===== src/hw/frontEndPkg.sv =====
package frontEndPkg;

  // Bundle and group widths.
  localparam int FETCH_WIDTH    = 8;
  localparam int DISPATCH_WIDTH = 4;

  // Circular queue geometry.
  localparam int QUEUE_DEPTH = 32;
  localparam int QUEUE_LOG   = 5;

  // Width of the group sequence tag.
  localparam int SEQ_WIDTH = 8;

  // Fetch is held off once more than this many entries wait.
  // Leaves room for two bundles already in flight.
  localparam int STALL_LIMIT = QUEUE_DEPTH - 2 * FETCH_WIDTH;

  // Counter widths for lane and group population counts.
  localparam int FETCH_CNT_W = $clog2(FETCH_WIDTH + 1);
  localparam int GRP_CNT_W   = $clog2(DISPATCH_WIDTH + 1);

  // Opcode class prefixes.
  localparam logic [3:0] OP_BRANCH_HI = 4'b0001;
  localparam logic [1:0] OP_LOAD_HI   = 2'b10;
  localparam logic [1:0] OP_STORE_HI  = 2'b11;

  // One decoded instruction of 73 bits.
  typedef struct packed {
    logic [31:0] pc;
    logic [5:0]  opcode;
    logic [4:0]  rd;
    logic [4:0]  rs1;
    logic [4:0]  rs2;
    logic [15:0] imm;
    logic        isBranch;
    logic        isLoad;
    logic        isStore;
    logic        rdValid;
  } decodedInstT;

  // Raw fetch bundle as delivered by the fetch stage.
  typedef struct packed {
    logic [31:0]                  pc;
    logic [FETCH_WIDTH-1:0]       valid;
    logic [FETCH_WIDTH-1:0][31:0] inst;
  } fetchBundleT;

  // Registered output of decode.
  typedef struct packed {
    logic [FETCH_WIDTH-1:0]  valid;
    decodedInstT [FETCH_WIDTH-1:0] inst;
  } decodedBundleT;

  // Group handed to the back end.
  typedef struct packed {
    decodedInstT [DISPATCH_WIDTH-1:0] inst;
    logic [SEQ_WIDTH-1:0]             seq;
    logic [GRP_CNT_W-1:0]             branchCount;
    logic [GRP_CNT_W-1:0]             memCount;
  } dispatchGroupT;

endpackage


===== src/hw/instDecode.sv =====
`timescale 1ns/1ns

module instDecode import frontEndPkg::*; (
  input  logic          clk,
  input  logic          rst_i,
  input  logic          flush_i,
  input  fetchBundleT   fetchBundle_i,
  input  logic          fetchValid_i,
  input  logic          stallFetch_i,
  output decodedBundleT decodedBundle_o,
  output logic          decodeValid_o
);

  // Decoded form of the bundle currently offered by fetch.
  decodedBundleT decodedNext;

  // A bundle is taken only while the buffer has room.
  logic accept;

  assign accept = fetchValid_i && !stallFetch_i;

  // Field extraction for every lane.
  always_comb begin : laneDecode
    logic [31:0] word;
    logic        branchBit;
    logic        storeBit;

    decodedNext.valid = fetchBundle_i.valid;
    for (int k = 0; k < FETCH_WIDTH; k++) begin
      word = fetchBundle_i.inst[k];
      // Lane pc steps by one word per lane.
      decodedNext.inst[k].pc     = fetchBundle_i.pc + 32'(k * 4);
      decodedNext.inst[k].opcode = word[31:26];
      decodedNext.inst[k].rd     = word[25:21];
      decodedNext.inst[k].rs1    = word[20:16];
      decodedNext.inst[k].rs2    = word[15:11];
      // Immediate overlaps rs2 on purpose.
      decodedNext.inst[k].imm    = word[15:0];

      // Class bits come from the opcode prefix alone.
      branchBit = (word[31:28] == OP_BRANCH_HI);
      storeBit  = (word[31:30] == OP_STORE_HI);
      decodedNext.inst[k].isBranch = branchBit;
      decodedNext.inst[k].isLoad   = (word[31:30] == OP_LOAD_HI);
      decodedNext.inst[k].isStore  = storeBit;
      // Branches and stores write no destination.
      decodedNext.inst[k].rdValid  = !(branchBit || storeBit);
    end
  end

  // Pipeline register between fetch and the buffer.
  always_ff @(posedge clk) begin
    if (rst_i || flush_i) begin
      decodeValid_o         <= 1'b0;
      decodedBundle_o.valid <= '0;
    end else if (accept) begin
      decodeValid_o   <= 1'b1;
      decodedBundle_o <= decodedNext;
    end else begin
      // Bubble cycle clears only the mask.
      decodeValid_o         <= 1'b0;
      decodedBundle_o.valid <= '0;
    end
  end

  // The buffer writes on the mask, so a bubble must never carry live lanes.
  assert property (@(posedge clk) disable iff (rst_i)
    !decodeValid_o |-> (decodedBundle_o.valid == '0))
    else $error("instDecode: lanes valid without decodeValid");

endmodule


===== config.mk =====
export PLATFORM = sky130hd
export DESIGN_NAME = instDecode
export DESIGN_NICKNAME = d
export VERILOG_FILES = /design/src/hw/frontEndPkg.sv /design/src/hw/instDecode.sv
export SDC_FILE = /design/constraint.sdc
export NUM_CORES = 1
export LEC_CHECK = 0
export ABC_AREA = 1
export BUFFER_PORTS_ARGS = -buffer_cell sky130_fd_sc_hd__buf_4
export CELL_PAD_IN_SITES_DETAIL_PLACEMENT = 0
export CELL_PAD_IN_SITES_GLOBAL_PLACEMENT = 1
export CORE_AREA = 4 4 341 343
export CTS_CLUSTER_DIAMETER = 200
export CTS_CLUSTER_SIZE = 40
export DETAILED_ROUTE_END_ITERATION = 7
export DIE_AREA = 0 0 345 347
export PLACE_DENSITY = 0.55
export SETUP_SLACK_MARGIN = 0.3
export SLEW_MARGIN = 20
export SYNTH_ARGS = -nofsm -noshare
export SYNTH_HDL_FRONTEND = slang
export SYNTH_SLANG_ARGS = --single-unit

===== constraint.sdc =====
create_clock -name clk -period 12.9 [get_ports clk]
set_input_delay 2.58 -clock clk [delete_from_list [all_inputs] [get_ports clk]]
set_output_delay 2.58 -clock clk [all_outputs]
set_load 0.005 [all_outputs]

# Word-level counts from Yosys, hierarchy flattened

Cells that the tools add are included.

Input port bits: 301
Word-level logic and storage cells: 137
Output and inout bits: 593
Register bits: 593

Multiplexer cells: 1
Equality and inequality tests: 24
Reduce and logical (&&, ||, !) cells: 21
Add/sub/neg operators: 7
Bitwise gates (word level): 2

Operators with widths:

| operator                                                        | number |
|---|---|
| 32-bit by 5-bit adder with 32-bit output, second input constant | 4 |
| 32-bit by 4-bit adder with 32-bit output, second input constant | 2 |
| 32-bit by 3-bit adder with 32-bit output, second input constant | 1 |
| 2-bit == test, second input constant                            | 16 |
| 4-bit by 1-bit == test with 1-bit output, second input constant | 8 |
| 1-bit zero test                                                 | 9 |
| 1-bit logical OR                                                | 9 |
| 1-bit inverter                                                  | 2 |
| 2-bit AND reduction                                             | 1 |
| 2-bit OR reduction                                              | 1 |
| 1-bit logical AND                                               | 1 |
| 1-bit two-way mux                                               | 1 |

# Depth between registers and ports, before layout

Word-level depth: 4
Depth in mapped cells: 11
Gate-level depth less buffers: 10

# Worst setup path after synthesis

OpenSTA, ideal clock, no wires.

Path type: in2reg
Start point: in fetchValid_i
End point: reg decodedBundle_o[0] (netlist bit), enable pin
Required time: 12.035 ns
Buffers on the path: 0
Data arrival time: 12.848 ns
Slack: -0.813 ns
Cell stages on the path: 4
Cells stage by stage: inv_1 -> nor2_1 -> nand2_1 -> inv_1

Word-level cells in the longest chain between the ends: 2

RTL lines:

| what                          | line             | RTL |
|---|---|---|
| from (decl)                   | instDecode.sv:8  | `input logic fetchValid_i,` |
| 1-bit logical AND             | instDecode.sv:20 | `assign accept = fetchValid_i && !stallFetch_i;` |
| 2-bit AND reduction (no line) | --               |  |
| to (signal assigned)          | instDecode.sv:58 | `decodedBundle_o <= decodedNext;` |
| to (decl)                     | instDecode.sv:10 | `output decodedBundleT decodedBundle_o,` |

No other way between the ends.
A chain may end at the register's enable or synchronous reset.

# Worst setup path in the final report

Start point: in flush_i
End point: reg decodedBundle_o[392] (netlist bit), enable pin

Word-level cells in the longest chain between the ends: 3

RTL lines:

| what                          | line             | RTL |
|---|---|---|
| from (decl)                   | instDecode.sv:6  | `input logic flush_i,` |
| 1-bit logical OR              | instDecode.sv:53 | `if (rst_i \|\| flush_i) begin` |
| 1-bit inverter (no line)      | --               |  |
| 2-bit AND reduction (no line) | --               |  |

No other way between the ends.

==> flow_summary.yaml <==
global_routing:
  grt_pass1_wl_um: 122400
  overflow: 0
  grt_max_degree: 158
  grt_usage_pct: 14.80
  grt_pass1_vias: 13556
  antenna_found_initial: 43
setup_path:
  crit_fanout: 157
  critPathArrivalTime_ns: 5.08
  slowest_stage: "buf_4"
  cp.buffers_inverters: 4
  crit_family: "buffers and inverters"
  critPathMostFrequentCell: "buf_4"
  crit_required_ns: 13.13
  setup.worst_path.start_class: "primary input"
  crit_chain: "buf_4 -> nor2_1 -> nand2_1 -> clkinvlp_4 -> buf_4 -> buf_12"
  critical_path_class: "primary input to flip-flop"
  crit_cells: 6
  cp-end-kind: "flip-flop"
  max_stage_delay_ns: 0.77
min_path:
  hold_path_depth: 1
  hold_path_class: "primary input to flip-flop"
  min_to: "decodedBundle_o[223]$_DFFE_PP_"
  min_from: "fetchBundle_i[96]"
clocking:
  htree_levels: 1
  cts-root-buf: "clkbuf_16"
  cts.sinks: 529
  tritoncts: "yes"
  clkTransAtPathRegs_ns: 0.18
  cts_buffers: 17
  cts_buffer_depth: 3
  cts_resized: 0
  post_cts_buffers: 0
  cts_hold_buf: 0
place:
  gp_congestion: 0.8326
  dp.cells: 3731
  portBuffers: 893
  place_ws_ns: 7.427
  place_area_um2: 28530
  dp_hpwl_um: 77390
yosys:
  yosysSeqAreaShare_pct: 76.80
  synth.area.top_cells: "edfxtp_1 76%, nand2_1 5.8%, xor2_1 4.3%"
  synthFlopType: "edfxtp_1"
  synth_edf_count: 520
  ys_types: 30
  synth_top_area_share_pct: 75.92
  syn_area_per_cell_um2: 14.48
  netlist_area_um2: 20570
  synthCells: 1420
  ys_warn_count: 0
  synth_fp_nets: 1731
  synthArstFlopShare_pct: 0
  ys_ff_latch: 529
  synth_area_leader_cell: "edfxtp_1"
pwr:
  ir_worst_vdd_mv: 0.08209
  p_per_area_nw_per_um2: 106.0
  power_mw: 3.079
  leakage_nw: 11.68
timing:
  max_slew_margin_pct: 29.32
  fin_crit_sh_pct: 37.58
  grt_setup_unrepaired: "no"
  maxSlewViolCount: 0
  final.setup.worst_slack_ns: 8.052
  fmax_mhz: 206.3
  fin_setup_tns_ns: 0
  hold_violations: 0
  setup_viol: 0
  period_needed_ns: 4.848
  tightestPinTransition_ns: 1.060
  hold_ws_ns: 2.106
route:
  via_per_inst: 3.641
  dr.pass1.iters: 5
  wl_per_cell_um: 24.86
  drc_errors: 0
  detail-route-antenna-nets: 0
  routed_wl_um: 93710
  drt-initial-drc-count: 793
  vias: 13726
die:
  rows: 124
  die_y_um: 347
  die-area_um2: 119700
  die_x_um: 345
  top_level_ports: 894
  initial_core_util_pct: 18.11
  core_um2: 113600
layout:
  finalNonFillerCells: 3770
  drive_gt1_share_pct: 43.52
  fin_area_um2: 29050
  nFillCells: 12048
  area_growth_pct: 41.25
  fin_util_pct: 25.58
  layout.nets: 2549
job:
  max-cap-violations: 0
outcome:
  outcome: "finished, final reports clean"
==> report_power, final <==
part / leakage, nW / internal [mW] / switching (mW)
registers: 4.77 / 1.95 / 0.0179
logic: 6.66 / 0.144 / 0.157
clock network: 0.238 / 0.258 / 0.557
total: 11.7 / 2.35 / 0.732
==> state kept, by name (all words and copies together) (netlist names) <==
name and cells:
decodedBundle_o 528, decodeValid_o 1
==> cells in the final DEF (no fill, tap or decap), types with 13 or more instances in the layout <==
| master | instances |
|---|---|
| diode_2 | 13 |
| buf_4 | 894 |
| nor2_2 | 13 |
| inv_1 | 105 |
| edfxtp_1 | 520 |
| clkbuf_16 | 17 |
| nand2_1 | 317 |
| nor2_1 | 86 |
| xor2_1 | 100 |
| nand3_1 | 83 |
| nor2_4 | 18 |
==> cell usage after synthesis, types with 7 or more instances <==
master,n
xnor2_1,7
dfxtp_1,9
buf_2,13
o21ai_0,7
nor2_4,18
nor2_2,13
inv_1,106
nand2_4,10
buf_4,78
edfxtp_1,520
nand2_1,317
ha_1,10
nand3_1,83
nor2_1,86
xor2_1,100
nor4_1,8
==> layer usage <==
layer / track usage [%] / part of all wire, %
met5: 0 / 0.044
met4: 4.067 / 2.0
met3: 6.810 / 10
met2: 26.73 / 52
met1: 15.45 / 35
==> kinds of logic after synthesis <==
| kind of cell | share of synthesized area (%) |
|---|---|
| fa+ha+maj | 0.6083 |
| xor+xnor | 4.557 |
| compound gates | 0.5049 |
| buf+inv | 5.530 |
| simple gates | 12.00 |
| flops | 76.80 |
==> worst max path at each step <==
stage	startpoint	endpoint
floorplan	fetchValid_i	decodedBundle_o[0]$_DFFE_PP_
global placement	stallFetch_i	decodedBundle_o[538]$_DFFE_PP_
detailed placement	flush_i	decodedBundle_o[175]$_DFFE_PP_
CTS	flush_i	decodedBundle_o[538]$_DFFE_PP_
global route	stallFetch_i	decodedBundle_o[22]$_DFFE_PP_
finish	flush_i	decodedBundle_o[392]$_DFFE_PP_
==> cell type report <==
| class | count | area (um^2) | area share (%) |
|---|---|---|---|
| diodes | 13 | 32.53 | 0.1120 |
| clock buffers | 23 | 447.9 | 1.542 |
| clock inverters | 3 | 45.04 | 0.1550 |
| inverters | 114 | 432.9 | 1.490 |
| multi-input cells | 679 | 3635 | 12.51 |
| flip-flops and latches | 529 | 15800 | 54.37 |
| well taps | 1512 | 1892 | 6.512 |
| repair buffers | 897 | 6771 | 23.31 |
(Power assumes the default switching activity.)
