===== src/hw/frontEndPkg.sv =====
package frontEndPkg;

  // Bundle and group widths.
  localparam int FETCH_WIDTH    = 8;
  localparam int DISPATCH_WIDTH = 4;

  // Circular queue geometry.
  localparam int QUEUE_DEPTH = 32;
  localparam int QUEUE_LOG   = 5;

  // Width of the group sequence tag.
  localparam int SEQ_WIDTH = 8;

  // Fetch is held off once more than this many entries wait.
  // Leaves room for two bundles already in flight.
  localparam int STALL_LIMIT = QUEUE_DEPTH - 2 * FETCH_WIDTH;

  // Counter widths for lane and group population counts.
  localparam int FETCH_CNT_W = $clog2(FETCH_WIDTH + 1);
  localparam int GRP_CNT_W   = $clog2(DISPATCH_WIDTH + 1);

  // Opcode class prefixes.
  localparam logic [3:0] OP_BRANCH_HI = 4'b0001;
  localparam logic [1:0] OP_LOAD_HI   = 2'b10;
  localparam logic [1:0] OP_STORE_HI  = 2'b11;

  // One decoded instruction of 73 bits.
  typedef struct packed {
    logic [31:0] pc;
    logic [5:0]  opcode;
    logic [4:0]  rd;
    logic [4:0]  rs1;
    logic [4:0]  rs2;
    logic [15:0] imm;
    logic        isBranch;
    logic        isLoad;
    logic        isStore;
    logic        rdValid;
  } decodedInstT;

  // Raw fetch bundle as delivered by the fetch stage.
  typedef struct packed {
    logic [31:0]                  pc;
    logic [FETCH_WIDTH-1:0]       valid;
    logic [FETCH_WIDTH-1:0][31:0] inst;
  } fetchBundleT;

  // Registered output of decode.
  typedef struct packed {
    logic [FETCH_WIDTH-1:0]  valid;
    decodedInstT [FETCH_WIDTH-1:0] inst;
  } decodedBundleT;

  // Group handed to the back end.
  typedef struct packed {
    decodedInstT [DISPATCH_WIDTH-1:0] inst;
    logic [SEQ_WIDTH-1:0]             seq;
    logic [GRP_CNT_W-1:0]             branchCount;
    logic [GRP_CNT_W-1:0]             memCount;
  } dispatchGroupT;

endpackage


===== src/hw/dispatchGroup.sv =====
`timescale 1ns/1ns

module dispatchGroup import frontEndPkg::*; (
  input  logic                             clk,
  input  logic                             rst_i,
  input  logic                             flush_i,
  input  logic                             release_i,
  input  decodedInstT [DISPATCH_WIDTH-1:0] group_i,
  output dispatchGroupT                    dispatchGroup_o,
  output logic                             dispatchValid_o
);

  // Tag given to the next group.
  logic [SEQ_WIDTH-1:0] seqTag;

  // Class counts of the group at the head.
  logic [GRP_CNT_W-1:0] branchSum;
  logic [GRP_CNT_W-1:0] memSum;

  // Branches and memory ops among the four packets.
  always_comb begin
    branchSum = '0;
    memSum    = '0;
    for (int i = 0; i < DISPATCH_WIDTH; i++) begin
      branchSum = branchSum + GRP_CNT_W'(group_i[i].isBranch);
      memSum    = memSum + GRP_CNT_W'(group_i[i].isLoad | group_i[i].isStore);
    end
  end

  // Control state.
  always_ff @(posedge clk) begin
    if (rst_i || flush_i) begin
      dispatchValid_o <= 1'b0;
      seqTag          <= '0;
    end else begin
      // One pulse per released group.
      dispatchValid_o <= release_i;
      if (release_i) begin
        // wraps at SEQ_WIDTH bits
        seqTag <= seqTag + SEQ_WIDTH'(1);
      end
    end
  end

  // Group payload.
  // Only meaningful while dispatchValid_o is high.
  always_ff @(posedge clk) begin
    if (release_i) begin
      dispatchGroup_o.inst        <= group_i;
      dispatchGroup_o.seq         <= seqTag;
      dispatchGroup_o.branchCount <= branchSum;
      dispatchGroup_o.memCount    <= memSum;
    end
  end

  // Decode makes branch and memory classes exclusive.
  assert property (@(posedge clk) disable iff (rst_i)
    dispatchValid_o |->
      ((GRP_CNT_W+1)'(dispatchGroup_o.branchCount) +
       (GRP_CNT_W+1)'(dispatchGroup_o.memCount)) <= (GRP_CNT_W+1)'(DISPATCH_WIDTH))
    else $error("dispatchGroup: class counts exceed group size");

endmodule


===== config.mk =====
export PLATFORM = sky130hd
export DESIGN_NAME = dispatchGroup
export DESIGN_NICKNAME = d
export VERILOG_FILES = /design/src/hw/frontEndPkg.sv /design/src/hw/dispatchGroup.sv
export SDC_FILE = /design/constraint.sdc
export NUM_CORES = 1
export LEC_CHECK = 0
export BUFFER_PORTS_ARGS = -buffer_cell sky130_fd_sc_hd__buf_2
export CAP_MARGIN = 0
export CORE_AREA = 2 2 237 239
export DETAILED_ROUTE_END_ITERATION = 6
export DIE_AREA = 0 0 239 241
export PLACE_DENSITY = 0.51
export SLEW_MARGIN = 20
export SYNTH_ARGS = -nofsm -noshare
export SYNTH_HDL_FRONTEND = slang
export SYNTH_SLANG_ARGS = --single-unit
export TNS_END_PERCENT = 10

===== constraint.sdc =====
create_clock -name clk -period 2.8 [get_ports clk]
set_clock_uncertainty 0.2 [all_clocks]
set_input_delay 0.42 -clock clk [delete_from_list [all_inputs] [get_ports clk]]
set_output_delay 0.42 -clock clk [all_outputs]
set_load 0.01 [all_outputs]

# Word-level counts from Yosys, hierarchy flattened
# Index checks and enable logic that the tools add are counted.
dict set report word_totals {
  ff_bits 315
  latch_bits 0
  ramBits 0
  romBits 0
  input_bits 296
  wordCells 57
  mem_count 0
}
dict set report op_classes {
  addsub 7
  multipliers 0
  div 0
  order_cmp 0
  n_eq_ne 0
  shift 0
  mux 0
  bitwise_logic 4
  reduce_logical 1
}
# cell n
set op_table {}
lappend op_table {{$add 8x1->8 const B} 1}
lappend op_table {{$add 2x1->3} 2}
lappend op_table {{$add 3x1->3} 2}
lappend op_table {{$add 1x1->2} 2}
lappend op_table {{$or 1x1->1} 4}
lappend op_table {{$logic_or 1x1->1} 1}

# Logic depth before layout (Yosys ltp)
# Gate-level depths: netlist of the first run.
dict set report depth {
  ltp_word 4
  mapped_depth 5
  ltp_nobuf 5
}

# Least setup slack after synthesis of the first run
# Ideal clock, no wire load.
dict set report synth_timing {
  path_kind {input-to-reg}
  from {input port group_i[1] (netlist name)}
  to {register dispatchGroup_o[1] (netlist name) (data pin)}
  setup_ps 261
  t_arrival_ps 1450
  setup_slack_ps 889
  path_stages 5
  path_cell_list {nor2_1 fa_1 inv_1 ha_1 ha_1}
}
dict set report synth_between {
  elab_chain_len 4
}
# element line
set synth_lines {}
lappend synth_lines {{start, declared} dispatchGroup.sv:8} ;# input decodedInstT [DISPATCH_WIDTH-1:0] group_i,
lappend synth_lines {{$or 1x1->1} dispatchGroup.sv:26} ;# memSum = memSum + GRP_CNT_W'(group_i[i].isLoad | group_i[i].isStore);
lappend synth_lines {{$add 1x1->2} dispatchGroup.sv:26}
lappend synth_lines {{$add 2x1->3} dispatchGroup.sv:26}
lappend synth_lines {{$add 3x1->3} dispatchGroup.sv:26}
lappend synth_lines {{named net memSum[1]} dispatchGroup.sv:18} ;# logic [GRP_CNT_W-1:0] memSum;
lappend synth_lines {{end, declared} dispatchGroup.sv:9} ;# output dispatchGroupT dispatchGroup_o,
# The timed path passes the listed nets, and every way through them passes these cells.
# A chain may end at the register's enable or synchronous reset.

# Worst setup path in the final report of the first run
dict set report layout_timing {
  from {input port group_i[2] (netlist name)}
  to {register dispatchGroup_o[1] (netlist name) (data pin)}
}
# The elaborated chain is that of the path after synthesis.

==> flow_metrics.py, run 1 <==
metrics = {
    "min_path": {
        "min_from": "flush_i",
        "hold_path_end": "seqTag[6]",
        "min_path_cells": 3,
        "min-delay-path-class": "in2reg",
    },
    "setup_path": {
        "r2r_setup_slack_ps": 1270,
        "r2r-end": "seqTag[6]",
        "cp_common_cell": "ha_1",
        "critPathLaunchType": "input pin",
        "required_ps": 2870,
        "cp_max_fo": 2,
        "end_kind": "register",
        "path_cells": "dlygate4sd3_1 > buf_2 > nor2_1 > fa_1 > inv_1 > ha_1 > ha_1",
        "cp.arrival_ps": 2170,
        "crit_type": "in2reg",
        "r2r_start": "seqTag[0]",
        "ff2ff_path_depth": 4,
        "crit_path_max_incr_delay_ps": 540,
        "slowest_stage": "fa_1",
    },
    "clocking": {
        "cts_tree": "built",
        "clk_transition_reported_paths_ps": 60,
        "htree_levels": 2,
        "clk_root_buffer_cell": "clkbuf_16",
        "post_cts_buffers": 0,
        "cts_buffers": 35,
        "cts_sinks": 315,
        "cts_resized": 0,
        "clkLatencyLatePin_ps": 530,
        "cts_buffer_depth": 3,
    },
    "synth": {
        "synth_edf_count": 306,
        "ys.flop_type": "edfxtp_1",
        "synth_top_cell_area_share": 0.947,
        "syn_nets": 667,
        "ys_top_cells_by_area": "edfxtp_1 (95%), dfxtp_1 (1.9%), ha_1 (0.65%)",
        "synth_xor_area_frac": 0.00361,
        "ys_seq_area_frac": 0.966,
        "yosysMostFrequentCell": "edfxtp_1",
        "synthMuxAreaShare": 0.00103,
        "synth_area_sq_um": 9700,
        "yosys.area_share.simple": 0.0117,
        "syn_avg_cell_area_sq_um": 26.6,
        "synth_top_cell_by_area": "edfxtp_1",
        "yosys.cell_types.count": 20,
        "netlist_top_cells_count": "edfxtp_1 (306), dfxtp_1 (9), nor2_1 (9)",
        "synth_compound_area_frac": 0.00310,
        "synth_seq_cells": 315,
        "synth_top_family_by_area": "simple AND/OR/NAND/NOR gates",
        "ys_warn_count": 0,
        "synthAdderAreaFrac": 0.0106,
        "async_reset_ff_frac": 0,
        "syn_inst": 364,
    },
    "sta": {
        "setup_violations": 0,
        "slew_headroom": 0.523,
        "timing.setup.tns_ps": 0,
        "worst_slew_pin_slew_ps": 715,
        "worst_slack_ps": 708,
        "holdWs_ps": 84.8,
        "hold_viol_final": 0,
        "slew_violations": 0,
        "fin_crit_sh": 0.747,
        "min_period_ps": 2090,
        "max_freq_mhz": 478,
        "rsz0062_at_grt": "false",
    },
    "global_route": {
        "grt_start_max_net_pins": 66,
        "first_global_vias": 7892,
        "global_route.overflow_total": 0,
        "grt_pass1_wl_microns": 45100,
        "antenna_found_initial": 3,
        "grtUsageTotal": 0.104,
    },
    "placed_design": {
        "finalWeightedCongestion": 0.759,
        "portBuffers": 602,
        "hpwl_microns": 22500,
        "pre_cts_slack_ps": 697,
    },
    "route": {
        "routed_wl_microns": 32700,
        "wirelength_met1_microns": 12000,
        "wl_met3_microns": 2940,
        "vias_per_cell": 3.53,
        "wl_met2_microns": 17000,
        "top_layer": "met4",
        "wl_per_cell_microns": 16.0,
        "vias": 7191,
        "drt_iter0_drc": 295,
        "first_pass_iters": 4,
        "ant_nets": 0,
        "drcViolationCount": 0,
    },
    "final_layout": {
        "fillers": 5335,
        "final_nets": 1612,
        "n_antenna_cell": 0,
        "areaGrowthSynthToFinish_pct": 83.9,
        "final_layout_size_suffix_gt1_frac": 0.502,
    },
    "floorplanning": {
        "die_h_microns": 241,
        "ios": 603,
        "dieArea_sq_um": 57600,
        "rows": 86,
        "initial_core_util": 0.177,
        "core_area_sq_um": 54900,
        "die_width_microns": 239,
    },
    "power": {
        "powerDensity_nw_per_um2": 654,
        "vdd_drop_max_uv": 475,
        "total_power_mw": 11.7,
        "power.leakage_nw": 7.48,
    },
    "outcome": {
        "outcome": "finished clean",
    },
    "flow_run": {
        "cap_violations": 0,
    },
}
## sequential cells by signal, summed over array words and instances (netlist names)
| name | flops |
|---|---|
| dispatchGroup_o | 306 |
| seqTag | 8 |
| dispatchValid_o | 1 |
## report_power, final
part           leakage [nW]  internal [mW]  switching [mW]
registers              3.07           5.58           0.107
logic                  3.83          0.667           0.598
clock network         0.572           2.83            1.89
## logic make-up after synthesis
group,Yosys count
compound gates,6
xor+xnor,4
fa+ha+maj,7
buf+inv,9
flops,315
mux,1
simple gates,22
## per-stage QoR
step | utilization | area, sq um | std cells
finish | 0.325 | 17800 | 2039
global route | 0.325 | 17800 | 2039
CTS | 0.325 | 17800 | 2039
detailed placement | 0.250 | 13700 | 1682
global placement | 0.250 | 13700 | 1682
floorplan | - | 9700 | 364
## worst max path at each step
stage           startpoint  slack, ps            endpoint
2_1_floorplan   group_i[1]        890  dispatchGroup_o[1]
3_3_place_gp    group_i[2]        690  dispatchGroup_o[1]
3_5_place_dp    group_i[2]        700  dispatchGroup_o[1]
4_1_cts         group_i[2]        720  dispatchGroup_o[1]
5_1_grt        group_i[74]        690  dispatchGroup_o[1]
6_report        group_i[2]        710  dispatchGroup_o[1]
## area by class of cell
cell class | count | area (sq um) | area share
sequential | 315 | 9370 | 0.525
timing repair buffer | 910 | 6100 | 0.342
clock buffer | 40 | 916 | 0.0514
tap | 704 | 881 | 0.0494
multi-input combinational | 40 | 292 | 0.0163
clock inverter | 23 | 255 | 0.0143
inverter | 7 | 26.3 | 0.00147
## placed cells by master (no fill, tap or decap), drive strengths merged
master	instances
clkinvlp	1
clkinv	14
or2	2
clkbuf	40
nor2	9
nand4	3
or3	3
xor2	3
edfxtp	306
a21oi	3
inv	10
xnor2	1
fa	2
nand3	2
o21ai	3
dlygate4sd3	294
mux2i	1
nand2	2
bufinv	5
dfxtp	9
and2	1
ha	5
buf	616
## critical path: cells and delay by family
family                   cells  cell delay [ps]
AND/OR/NAND/NOR              1               60
buffers and inverters        3              670
adder cells (fa/ha/maj)      3             1000
## routing by layer
| layer | up-vias | GRT usage |
|---|---|---|
| met2 | 361 | 0.190 |
| met3 | 50 | 0.0358 |
| met4 | 0 | 0.0364 |
| met5 | - | 0 |
| li1 | 3347 | - |
| met1 | 3433 | 0.113 |
## repair_timing
action / 4_1_cts / 5_1_grt
endpoints found under the hold margin: 294 / 0
hold buffers: 294 / 0
setup endpoints to repair: 0 / 0
No activity file was read; power rests on OpenSTA's default activity.
==> run 2: changes to the inputs <==
Settings changed: CORE_AREA 2 2 237 239 to 2 2 231 233, DIE_AREA 0 0 239 241 to 0 0 233 235, PLACE_DENSITY 0.51 to 0.54.
Clock period 2.8 ns to 1.8 ns, I/O delays scaled along.
==> flow_metrics.py, run 2 (synthesis results as in run 1) <==
metrics = {
    "global_route": {
        "grt_start_max_net_pins": 77,
        "met2_usage": 0.208,
        "first_global_vias": 8059,
        "met1_usage": 0.119,
        "global_route.overflow_total": 0,
        "use_met3": 0.0425,
        "grt_pass1_wl_microns": 47000,
        "busiest_layer": "met2",
        "antenna_found_initial": 1,
        "grtUsageTotal": 0.114,
    },
    "route": {
        "vias_per_cell": 3.57,
        "ant_nets": 0,
        "routed_wl_microns": 33000,
        "vias": 7275,
        "wl_per_cell_microns": 16.2,
        "drcViolationCount": 0,
        "drt_iter0_drc": 260,
        "first_pass_iters": 4,
    },
    "floorplanning": {
        "die_h_microns": 235,
        "ios": 603,
        "initial_core_util": 0.186,
        "core_area_sq_um": 52200,
        "die_width_microns": 233,
        "dieArea_sq_um": 54800,
        "rows": 84,
    },
    "power": {
        "power.leakage_nw": 7.54,
        "powerDensity_nw_per_um2": 999,
        "total_power_mw": 17.9,
        "vdd_drop_max_uv": 629,
    },
    "setup_path": {
        "required_ps": 1870,
        "crit_type": "in2reg",
        "slowest_stage": "dlygate4sd3_1",
        "crit_path_max_incr_delay_ps": 530,
        "critPathLaunchType": "input pin",
        "end_kind": "register",
        "cp_max_fo": 2,
        "path_buf_inv": 2,
        "cp.arrival_ps": 1700,
        "r2r_start": "seqTag[0]",
        "path_cells": "dlygate4sd3_1 > buf_2 > or2_2 > ha_1 > ha_1",
        "r2r_setup_slack_ps": 330,
        "critical-path-top-delay-family": "buffers and inverters",
        "r2r-end": "seqTag[6]",
        "ff2ff_path_depth": 4,
        "cp_common_cell": "ha_1",
    },
    "placed_design": {
        "pre_cts_slack_ps": -137,
        "portBuffers": 602,
        "dpl_cell_area_sq_um": 13800,
        "hpwl_microns": 23100,
        "finalWeightedCongestion": 0.809,
    },
    "sta": {
        "worst_slack_ps": 171,
        "worst_slew_pin_slew_ps": 417,
        "slew_violations": 0,
        "max_freq_mhz": 614,
        "fin_crit_sh": 0.905,
        "slew_headroom": 0.722,
        "min_period_ps": 1630,
        "setup_violations": 0,
        "rsz0062_at_grt": "false",
        "hold_viol_final": 0,
    },
    "flow_run": {
        "cap_violations": 0,
    },
    "final_layout": {
        "fin_area_sq_um": 17900,
        "final_core_util": 0.343,
        "final_layout_size_suffix_gt1_frac": 0.501,
        "final_common_cell": "buf_2",
        "top_register": "dispatchGroup_o",
        "top_regs": "dispatchGroup_o: 306 flops, seqTag: 8 flops, dispatchValid_o: 1 flops",
        "areaGrowthSynthToFinish_pct": 84.8,
        "final_nets": 1625,
        "n_antenna_cell": 0,
        "layout_common_cells": "buf_2 (600), edfxtp_1 (306), dlygate4sd3_1 (296)",
        "fillers": 4948,
        "largest_reg_flops": 306,
    },
    "clocking": {
        "cts_tree": "built",
        "cts_sinks": 315,
        "clk_root_buffer_cell": "clkbuf_16",
        "htree_levels": 2,
        "cts_buffer_depth": 3,
        "post_cts_buffers": 0,
        "cts_buffers": 35,
        "clk_transition_reported_paths_ps": 60,
        "clkLatencyLatePin_ps": 520,
    },
    "min_path": {
        "min_from": "seqTag[7]",
        "min-delay-path-class": "reg2reg",
        "hold_path_end": "dispatchGroup_o[13]",
        "min_path_cells": 0,
    },
    "outcome": {
        "outcome": "finished clean",
    },
}
## run 2: cell count changes in the layout (fill, tap and decap cells not counted), sizes merged
cell,before,now
inv,10,7
clkbuf,40,49
dlymetal6s4s,0,1
clkinv,14,10
buf,616,626
dlygate4sd3,294,296
bufinv,5,3
## run 2: timing repair
| action | CTS | global route |
|---|---|---|
| endpoints found under the setup margin | 0 | 1 |
| gates resized for setup | 0 | 1 |
| endpoints found under the hold margin | 305 | 1 |
| hold buffers | 296 | 1 |
## run 2: area by class of cell
class,instances,area (sq um),share of cell area
clock buffers,49,991,0.0553
clock inverters,14,140,0.00782
inverters,7,26.3,0.00147
multi-input cells,40,292,0.0163
flip-flops and latches,315,9370,0.523
well taps,688,861,0.0480
repair buffers,923,6240,0.348
## run 2: how the worst max path moves through the flow
stage                                     from                   end  depth (start not counted)
final                             group_i[147]    dispatchGroup_o[1]                          5
after global routing      dispatchGroup_o[116]  dispatchGroup_o[116]                          1
after CTS                         group_i[222]    dispatchGroup_o[4]                          7
after detailed placement            group_i[2]    dispatchGroup_o[1]                          6
after global placement              group_i[2]    dispatchGroup_o[1]                          6
after floorplan                     group_i[1]    dispatchGroup_o[1]                          5
## run 2: metal layers
layer  vias up  routed length (microns)
li1       3369                        -
met1      3487                    12000
met2       359                    16900
met3        60                     3120
met4         0                      927
met5         -                        0
## run 2: report_power, final
part / internal, mW / leakage (nW) / switching [mW]
Clock: 4.26 / 0.550 / 2.77
Combinational: 1.07 / 3.92 / 0.958
Sequential: 8.68 / 3.07 / 0.167
## run 2: stage by stage
| step | hold slack, ps | cells | setup TNS, ps |
|---|---|---|---|
| floorplan | 169 | 364 | 0 |
| global placement | 242 | 1677 | -220 |
| detailed placement | 238 | 1677 | -251 |
| CTS | 205 | 2036 | 0 |
| global route | 223 | 2036 | 0 |
| finish | 251 | 2036 | 0 |
